### src/source/note_pkg.sv
package note_pkg;

  //////////////////////////////////////////////////////////////////////
  // operating modes
  //////////////////////////////////////////////////////////////////////

  // idle, keys pass straight through
  localparam logic [1:0] mode_user = 2'd0;
  // every sample tick stores the live keys
  localparam logic [1:0] mode_record = 2'd1;
  // every sample tick replays the next stored word
  localparam logic [1:0] mode_playback = 2'd2;

  //////////////////////////////////////////////////////////////////////
  // default build sizes
  //////////////////////////////////////////////////////////////////////

  // keys on the board row
  localparam int default_key_count = 17;
  // take memory depth is 2**addr_width words
  localparam int default_addr_width = 9;
  // about 10 ms at 27 MHz
  localparam int default_stable_cycles = 270000;

  // volume setting and its limits
  localparam int volume_width = 5;
  localparam int volume_reset = 8;
  localparam int volume_max = 31;

endpackage

### src/source/take_player.sv
`timescale 1ns/1ps

module take_player #(
  parameter int key_count = note_pkg::default_key_count,
  parameter int addr_width = note_pkg::default_addr_width
) (
  input  logic                 clock,
  input  logic                 reset,
  input  logic                 sample_tick,
  input  logic [1:0]           mode,
  input  logic                 play_start,
  input  logic [addr_width:0]  take_length,
  input  logic                 read_grant,
  input  logic [key_count-1:0] read_keys,
  output logic                 read_request,
  output logic [addr_width:0]  read_addr,
  output logic [key_count-1:0] keys_play,
  output logic                 play_done
);
  import note_pkg::*;

  // memory data lands the cycle after the grant
  logic fetch_pending;
  logic fetch;

  assign play_done = (mode == mode_playback) && (read_addr == take_length);
  assign fetch = sample_tick && (mode == mode_playback) && !play_done &&
                 !read_request && !fetch_pending;

  always_ff @(posedge clock) begin
    if (reset || play_start) begin
      read_request <= 1'b0;
      read_addr <= '0;
      fetch_pending <= 1'b0;
    end else begin
      if (read_grant) begin
        read_request <= 1'b0;
        fetch_pending <= 1'b1;
      end else if (fetch) begin
        // may wait behind a write
        read_request <= 1'b1;
      end
      if (fetch_pending) begin
        fetch_pending <= 1'b0;
        read_addr <= read_addr + 1'b1;
      end
    end
  end

  // replayed pattern, blank until the first word arrives
  always_ff @(posedge clock) begin
    if (play_start) begin
      keys_play <= '0;
    end else if (fetch_pending) begin
      keys_play <= read_keys;
    end
  end

endmodule

### config.mk
export PLATFORM = sky130hd
export DESIGN_NAME = take_player
export DESIGN_NICKNAME = d
export VERILOG_FILES = /design/src/source/note_pkg.sv /design/src/source/take_player.sv
export SDC_FILE = /design/constraint.sdc
export NUM_CORES = 1
export LEC_CHECK = 0
export ABC_AREA = 1
export BUFFER_PORTS_ARGS = -buffer_cell sky130_fd_sc_hd__buf_2
export CAP_MARGIN = 20
export CORE_MARGIN = 5
export CORE_UTILIZATION = 51
export CTS_BUF_LIST = sky130_fd_sc_hd__clkbuf_8
export DETAILED_ROUTE_END_ITERATION = 8
export PLACE_DENSITY = 0.93
export SLEW_MARGIN = 25
export SYNTH_ARGS = -nofsm -noshare
export SYNTH_HDL_FRONTEND = slang
export SYNTH_SLANG_ARGS = --single-unit
### constraint.sdc
create_clock -name clock -period 3.2 [get_ports clock]
set_input_delay 0.48 -clock clock [delete_from_list [all_inputs] [get_ports clock]]
set_output_delay 0.48 -clock clock [all_outputs]
set_load 0.01 [all_outputs]
==> metrics.cfg, run 1 <==
[outcome]
outcome = finished clean

[yosys]
synthMuxAreaShare_pct = 0
synth.distinct_cells = 17
synth_compound_area_share_pct = 11.8
netlist_area_sq_um = 1370
synth_fa_ha_area_share_pct = 0.915
synthSimpleGateAreaFrac_pct = 34.9
synth_xor_area_share_pct = 0
yosysWarningCount = 0
synth.avg_cell_area_sq_um = 6.45
ys_ff_latch = 29
ys_seq_area_share_pct = 42.5
syn_inst = 212
syn-num-nets = 247
synth_top_family_by_area = simple AND/OR/NAND/NOR gates

[pwr]
p_switching_uw = 186
internal_power_uw = 602
p_leak_nw = 0.964
power_density_nw_per_um2 = 438
seqPwrFrac_pct = 48.4
combPwrFrac_pct = 10.2
p_sw_share_pct = 23.6
peakVddDrop_mv = 0.435
clkPwrFrac_pct = 41.3

[setup_path]
r2r_slack_ps = 1140
r2r_cells = 7
required_ps = 3370
worst_r2r_startpoint = fetch_pending$_SDFF_PP0_
setup.worst_path.end_class = flop
worst_setup_path_start_kind = flop
critical_path_class = reg -> reg
crit_end = read_addr[8]$_SDFFE_PP0P_
crit_fanout = 23
crit_buf_inv = 1
cp-startpoint = fetch_pending$_SDFF_PP0_
cp.arrival_ps = 2230
cpPeakStageDelay_ps = 700
r2r_end = read_addr[8]$_SDFFE_PP0P_
crit_family = simple AND/OR/NAND/NOR gates
path_depth = 7
cp_cell_sequence = inv_1, nor2_2, nand2_1, nor2_1, nand2_1, nor2_1, nor3b_2
cp_slowest_cell = dfxtp_1

[die]
rows = 18
ios = 63
die-height_um = 61.8
initial_core_util_pct = 54.2
die_area_sq_um = 3820
core_area_sq_um = 2520
die_x_um = 61.8

[routing]
drtAntennaViolNets = 0
drtPass1Iterations = 4
drt_iter0_markers = 109
totalWireLength_mm = 3.59
vias = 1524
via_per_inst = 4.96
drc = 0
wl_per_cell_um = 11.7

[place]
post-place-ws_ps = 1150
gp_congestion = 0.874
post-dp-hpwl_mm = 2.72
port_buffers = 62

[grt]
overflow = 0
grtUsageMet1_pct = 23.0
use_met3_pct = 6.82
grt_pass1_vias = 1431
grt_pass1_wl_mm = 5.83
busiest_layer = met2
grt_max_degree = 24
gr-usage-met2_pct = 36.3
grt_antenna_before_repair = 0
track_usage_pct = 20.6

[sta]
tightest_slew_ps = 646
finalSetupViolations = 0
relSlewSlack_pct = 56.9
max_freq_mhz = 485
setup_ws_ps = 1140
fin_crit_ps = 2060
rsz0062_at_grt = false
post-route-period-util_pct = 64.4
final_hold_viol_count = 0
setup-tns-final_ps = 0
slew_violations = 0
finClkSkew_ps = 2.76

[layout]
syn_to_final_growth_pct = 31.5
final_util_pct = 71.3
layout_commonest_cell = buf_2
nNetsFinal = 311
diodes = 0
final_layout_size_suffix_gt1_share_pct = 27.1
final_cell_mix = buf_2 (62), nor2_1 (48), nand2_1 (46)

[clock_tree]
cts_tree = done
cts_made_buffers = 5
cts_htree_levels = 2
cts.repair.resized = 0
path_clk_slew_ps = 60
clockRootBuffer = clkbuf_8
post_cts_buffers = 0
clock-sinks = 29
clockBufferDepth = 2
postCtsHoldBufs = 0
clock_latency_ps = 280

[flow_run]
maxCapViolCount = 0

[min_path]
hold_path_depth = 3
min_from = read_keys[8]
hp-class = in -> reg

## cell families after synthesis
kind of cell | Yosys count
compound gates | 32
fa+ha+maj | 1
simple gates | 114
flops | 29
buf+inv | 36
## synthesized netlist by cell type, drive strengths merged
cell type	number	area share (%)
nor3	6	2.6
nand2	46	13
nor4	1	0.46
dfxtp	29	42
a21oi	8	2.9
inv	31	8.5
clkbuf	5	1.4
nor3b	1	0.91
nand4	3	1.4
nor2	50	14
ha	1	0.91
a31oi	1	0.46
nand3	7	2.9
o21ai	23	8.4
## flip-flops by register name (all words and copies together) (netlist names)
name and count:
keys_play 17, read_addr 10, fetch_pending 1, read_request 1
## layer usage
layer,wire [um],part of all wire (%)
met5,0,0
met4,63,1.8
met3,388,11
met2,1660,46
met1,1470,41
## per-stage QoR
stage	hold slack, ps	total power [mW]	instances	area (sq um)
6_report	423	0.788	307	1800
5_1_grt	426	0.826	307	1800
4_1_cts	416	0.794	307	1800
3_5_place_dp	435	0.469	299	1700
3_3_place_gp	436	0.467	299	1700
2_1_floorplan	470	0.429	212	1370
## power groups by stage
stage	Combinational (mW)	Sequential, mW	Clock (mW)
floorplan	0.0360	0.393	0
global placement	0.0777	0.389	0
detailed placement	0.0797	0.389	0
CTS	0.0804	0.382	0.332
global route	0.0909	0.383	0.352
finish	0.0804	0.382	0.326
## tightest hold or removal path, cell delays in order
cell,delay [ps]
buf_2,80
nor2_1,30
nor2_1,80
## worst min-delay path by stage
stage                                     end  slack [ps]
floorplan           read_request$_SDFFE_PP0P_         470
global placement    read_request$_SDFFE_PP0P_         440
detailed placement  read_request$_SDFFE_PP0P_         430
CTS                 keys_play[5]$_SDFFE_PP0P_         420
global route        keys_play[5]$_SDFFE_PP0P_         430
finish              keys_play[8]$_SDFFE_PP0P_         420
## cell type report
type	instances	area, sq um
well taps	30	37.5
multi-input cells	147	652
fillers	230	724
inverters	31	116
clock inverters	1	5.00
flip-flops and latches	29	581
clock buffers	7	96.3
repair buffers	62	310
(Power assumes the default switching activity.)
==> run 2: changes to the inputs <==
CORE_UTILIZATION = 48   (was 51)
PLACE_DENSITY = 0.89   (was 0.93)
clock period = 1.9 ns   (was 3.2 ns; I/O delays follow)
==> metrics.cfg, run 2 (synthesis results as in run 1) <==
[routing]
drtAntennaViolNets = 0  ; unchanged
totalWireLength_mm = 3.60  ; +0.50%
drc = 0  ; unchanged
drt_iter0_markers = 122  ; +12%
via_per_inst = 4.95  ; -0.31%
wl_per_cell_um = 11.6  ; -0.79%
vias = 1539  ; +0.98%
drtPass1Iterations = 4  ; unchanged

[layout]
top_regs = keys_play: 17 flops, read_addr: 10 flops
layout_commonest_cell = buf_2
largest-register = keys_play
diodes = 0  ; unchanged
largest_reg_flops = 17  ; unchanged
nNetsFinal = 314  ; +0.96%
syn_to_final_growth_pct = 33.3
final_cell_mix = buf_2 (62), nor2_1 (48), nand2_1 (46)
final_layout_size_suffix_gt1_share_pct = 28.2  ; +1.1 points
stdcell_count = 311  ; +1.3%

[sta]
relSlewSlack_pct = 75.3  ; +18 points
fin_crit_ps = 1710
finClkSkew_ps = 4.89  ; +2.12 ps
rsz0062_at_grt = false
slew_violations = 0  ; unchanged
post-route-period-util_pct = 89.8
fin_hold_ws_ps = 226  ; -197 ps
setup-tns-final_ps = 0  ; unchanged
max_freq_mhz = 586
finalSetupViolations = 0  ; unchanged
tightest_slew_ps = 370  ; -276 ps
final_hold_viol_count = 0  ; unchanged

[setup_path]
cpPeakStageDelay_ps = 380  ; -320 ps
cp_slowest_cell = dfxtp_2
crit_fanout = 6  ; -74%
cp.arrival_ps = 1420  ; -810 ps
r2r_slack_ps = 400  ; -740 ps
worst_setup_path_start_kind = flop
cp_cell_sequence = inv_1, nand2_1, o21ai_0, nor2_1, nand3_1, nor4_1, buf_2
required_ps = 1620  ; -1750 ps
setup.worst_path.end_class = output pin
r2r_cells = 8  ; +1
critical_path_class = reg -> out

[grt]
grt_pass1_wl_mm = 6.18  ; +6.0%
grt_max_degree = 22  ; -8.3%
grt_antenna_before_repair = 0  ; unchanged
track_usage_pct = 19.0  ; -1.6 points
overflow = 0  ; unchanged
grt_pass1_vias = 1484  ; +3.7%

[clock_tree]
cts_tree = done
post_cts_buffers = 0  ; unchanged
clockRootBuffer = clkbuf_8
cts_htree_levels = 2  ; unchanged
postCtsHoldBufs = 0  ; unchanged
clock-sinks = 29  ; unchanged
clock_latency_ps = 280  ; about the same
clockBufferDepth = 2  ; unchanged
path_clk_slew_ps = 60  ; about the same
cts_made_buffers = 5  ; unchanged

[outcome]
outcome = finished clean

[pwr]
internal_power_mw = 1.02  ; +69%
power_density_nw_per_um2 = 731  ; +67%
peakVddDrop_mv = 0.692  ; +59%
p_sw_share_pct = 23.6  ; +0.059 points
combPwrFrac_pct = 10.6  ; +0.4 points
p_leak_nw = 0.979  ; +1.6%
finalPower_mw = 1.33  ; +69%
seqPwrFrac_pct = 48.1  ; -0.3 points
p_switching_uw = 315  ; +70%
clkPwrFrac_pct = 41.3  ; about the same

[place]
place_inst = 303  ; +1.3%
post-dp-hpwl_mm = 2.81  ; +3.2%
port_buffers = 62  ; unchanged
gp_congestion = 0.922  ; +5.6%

[flow_run]
maxCapViolCount = 0  ; unchanged

[min_path]
hp-class = in -> reg
hold_path_depth = 3  ; unchanged

[die]
initial_core_util_pct = 50.0  ; -4.2 points
core_area_sq_um = 2730  ; +8.4%
die_area_sq_um = 4020  ; +5.2%
rows = 19  ; +1
ios = 63  ; unchanged
die_x_um = 63.4  ; +2.6%
die-height_um = 63.4  ; +2.6%

## run 2: changes by cell type in the layout (fill, tap and decap cells not counted)
cell | before | now
dfxtp_1 | 29 | 28
dfxtp_2 | 0 | 1
buf_4 | 0 | 3
## run 2: timing repair
action / 4_1_cts / 5_1_grt
gates resized for setup: 0 / 1
endpoints found under the setup margin: 0 / 1
endpoints found under the hold margin: 0 / 0
## run 2: metrics by stage
stage / setup WS, ps / utilization (%) / instance area [sq um]
2_1_floorplan: 465 / - / 1370
3_3_place_gp: 443 / 62.9 / 1720
3_5_place_dp: 405 / 62.9 / 1720
4_1_cts: 127 / 66.6 / 1820
5_1_grt: 49.8 / 66.7 / 1820
6_report: 195 / 66.7 / 1820
## run 2: worst paths after layout
check | end | startpoint
min reg2reg | read_request$_SDFFE_PP0P_ | read_request$_SDFFE_PP0P_
min | keys_play[1]$_SDFFE_PP0P_ | read_keys[1]
max | play_done | read_addr[3]$_SDFFE_PP0P_
max reg2reg | read_addr[8]$_SDFFE_PP0P_ | read_addr[1]$_SDFFE_PP0P_
## run 2: cell type report
type	instances	area, sq um
Multi-Input combinational cell	147	652
Timing Repair Buffer	65	333
Clock inverter	1	5.00
Clock buffer	7	96.3
Inverter	31	116
Tap cell	31	38.8
Fill cell	263	911
Sequential cell	29	582
## run 2: per-layer routing
| metal | up-vias | part of all wire [%] | global-route usage, % |
|---|---|---|---|
| met2 | 56 | 45 | 30.6 |
| met4 | 0 | 1.6 | 8.57 |
| met3 | 7 | 11 | 7.99 |
| met5 | - | 0 | 0 |
| li1 | 791 | - | - |
| met1 | 685 | 42 | 21.6 |
## run 2: worst max-delay path: cells and delay by family (launching register included)
family                 cells  cell delay, ps
and+or+nand+nor            4             420
DFF                        1             380
buffers and inverters      2             260
AOI/OAI and AO/OA          1              80
## run 2: power groups by stage
stage	clock (mW)	sequential, mW	combinational, mW
after floorplan	0	0.661	0.0607
after global placement	0	0.653	0.138
after detailed placement	0	0.653	0.142
after CTS	0.569	0.641	0.142
after global routing	0.605	0.643	0.161
final	0.551	0.641	0.141
==> run 3: changes to the inputs <==
CORE_UTILIZATION = 39   (was 48)
PLACE_DENSITY = 0.76   (was 0.89)
==> metrics.cfg, run 3 (synthesis results as in run 1) <==
[clock_tree]
cts_tree = done
cts.repair.resized = 0  ; unchanged
post_cts_buffers = 0  ; unchanged
cts_htree_levels = 2  ; unchanged
path_clk_slew_ps = 60  ; about the same
postCtsHoldBufs = 0  ; unchanged
clockBufferDepth = 2  ; unchanged
clockRootBuffer = clkbuf_8
clock-sinks = 29  ; unchanged
cts_made_buffers = 5  ; unchanged
clock_latency_ps = 280  ; about the same

[setup_path]
cpPeakStageDelay_ps = 430  ; +50 ps
r2r_slack_ps = 410  ; about the same
crit_end = play_done
cp-startpoint = read_addr[1]$_SDFFE_PP0P_
worst_r2r_startpoint = read_addr[1]$_SDFFE_PP0P_
cp_slowest_cell = dfxtp_1
cp.arrival_ps = 1420  ; about the same
crit_buf_inv = 2  ; unchanged
critical_path_class = reg -> out
crit_fanout = 6  ; unchanged
crit_family = simple AND/OR/NAND/NOR gates
cp_cell_sequence = inv_1, nand2_1, nand4_1, nor4_1, buf_2
r2r_cells = 8  ; unchanged
path_depth = 5  ; -2
setup.worst_path.end_class = output pin
required_ps = 1620  ; about the same
worst_setup_path_start_kind = flop
r2r_end = read_addr[8]$_SDFFE_PP0P_

[die]
ios = 63  ; unchanged
die-height_um = 69.2  ; +9.2%
initial_core_util_pct = 40.7  ; -9.4 points
die_area_sq_um = 4790  ; +19%
core_area_sq_um = 3360  ; +23%
rows = 21  ; +2
die_x_um = 69.2  ; +9.2%

[layout]
top_regs = keys_play: 17 flops, read_addr: 10 flops
fillCellCount = 362  ; +38%
largest_reg_flops = 17  ; unchanged
syn_to_final_growth_pct = 33.9
final_layout_size_suffix_gt1_share_pct = 28.1  ; -0.10 points
largest-register = keys_play
final_cell_mix = buf_2 (62), nor2_1 (48), nand2_1 (46)
diodes = 0  ; unchanged
stdcell_count = 327  ; +5.1%
layout_commonest_cell = buf_2
nNetsFinal = 315  ; +0.32%

[sta]
post-route-period-util_pct = 89.8  ; about the same
setup-tns-final_ps = 0  ; unchanged
tightest_slew_ps = 406  ; +36.5 ps
finClkSkew_ps = 7.06  ; +2.18 ps
finalSetupViolations = 0  ; unchanged
relSlewSlack_pct = 72.9  ; -2.4 points
rsz0062_at_grt = false
max_freq_mhz = 586  ; about the same
final_hold_viol_count = 0  ; unchanged
slew_violations = 0  ; unchanged
fin_crit_ps = 1710  ; +1.69 ps

[routing]
drc = 0  ; unchanged
wl_per_cell_um = 10.7  ; -7.2%
totalWireLength_mm = 3.51  ; -2.5%
drt_iter0_markers = 64  ; -48%
via_per_inst = 4.54  ; -8.2%
drtPass1Iterations = 4  ; unchanged
vias = 1486  ; -3.4%
drtAntennaViolNets = 0  ; unchanged

[place]
post-dp-hpwl_mm = 2.72  ; -3.2%
place_inst = 319  ; +5.3%
port_buffers = 62  ; unchanged
gp_congestion = 0.813  ; -12%

[pwr]
p_leak_nw = 0.979  ; about the same
peakVddDrop_mv = 0.457  ; -34%
finalPower_mw = 1.26  ; -5.8%
power_density_nw_per_um2 = 686  ; -6.2%

[grt]
grt_pass1_vias = 1357  ; -8.6%
grt_pass1_wl_mm = 5.91  ; -4.4%
track_usage_pct = 15.1  ; -3.9 points
grt_max_degree = 22  ; unchanged
overflow = 0  ; unchanged
grt_antenna_before_repair = 0  ; unchanged

[flow_run]
maxCapViolCount = 0  ; unchanged

[min_path]
hp-class = in -> reg

[outcome]
outcome = finished clean

[run 3: changes by cell type in the layout (fill, tap and decap cells not counted), sizes merged]
cell    previous run  this run
buf               65        66
clkbuf             7         5
clkinv             1         2
inv               31        32
[run 3: routing by layer]
layer	track usage, %	vias up	wire, um
met5	0	-	0
met4	6.51	0	60
met3	7.83	7	390
met2	23.0	63	1470
met1	17.6	622	1590
li1	-	794	-
[run 3: cell type report]
class	instances	area (sq um)	share of cell area, %
repair buffers	66	340	18.6
inverters	31	116	6.36
flip-flops and latches	29	582	31.8
multi-input cells	147	652	35.6
clock inverters	3	13.8	0.752
well taps	46	57.6	3.14
clock buffers	5	68.8	3.76
[run 3: how the worst min path moves through the flow]
stage	start	endpoint	cells past startpoint
after detailed placement	read_request$_SDFFE_PP0P_	read_request$_SDFFE_PP0P_	2
after global placement	read_request$_SDFFE_PP0P_	read_request$_SDFFE_PP0P_	2
final	read_keys[15]	keys_play[15]$_SDFFE_PP0P_	3
after floorplan	read_keys[0]	keys_play[0]$_SDFFE_PP0P_	2
after CTS	read_keys[2]	keys_play[2]$_SDFFE_PP0P_	3
after global routing	read_keys[13]	keys_play[13]$_SDFFE_PP0P_	3
[run 3: per-stage QoR]
stage / utilization [%] / cell area [sq um] / worst slack [ps] / hold WS, ps
floorplan: - / 1370 / 465 / 420
global placement: 51.9 / 1750 / 482 / 436
detailed placement: 51.9 / 1750 / 399 / 445
CTS: 54.4 / 1830 / 133 / 212
global route: 54.4 / 1830 / 58.7 / 220
finish: 54.4 / 1830 / 193 / 226
[run 3: where the power goes]
group	internal, mW	total [mW]	switching (mW)
clock network	0.247	0.475	0.228
logic	0.0638	0.142	0.0783
registers	0.629	0.638	0.00972
[run 3: tightest hold or removal path, stage by stage]
cell	delay (ps)
buf_2	70
nor2_1	30
nor2_1	80
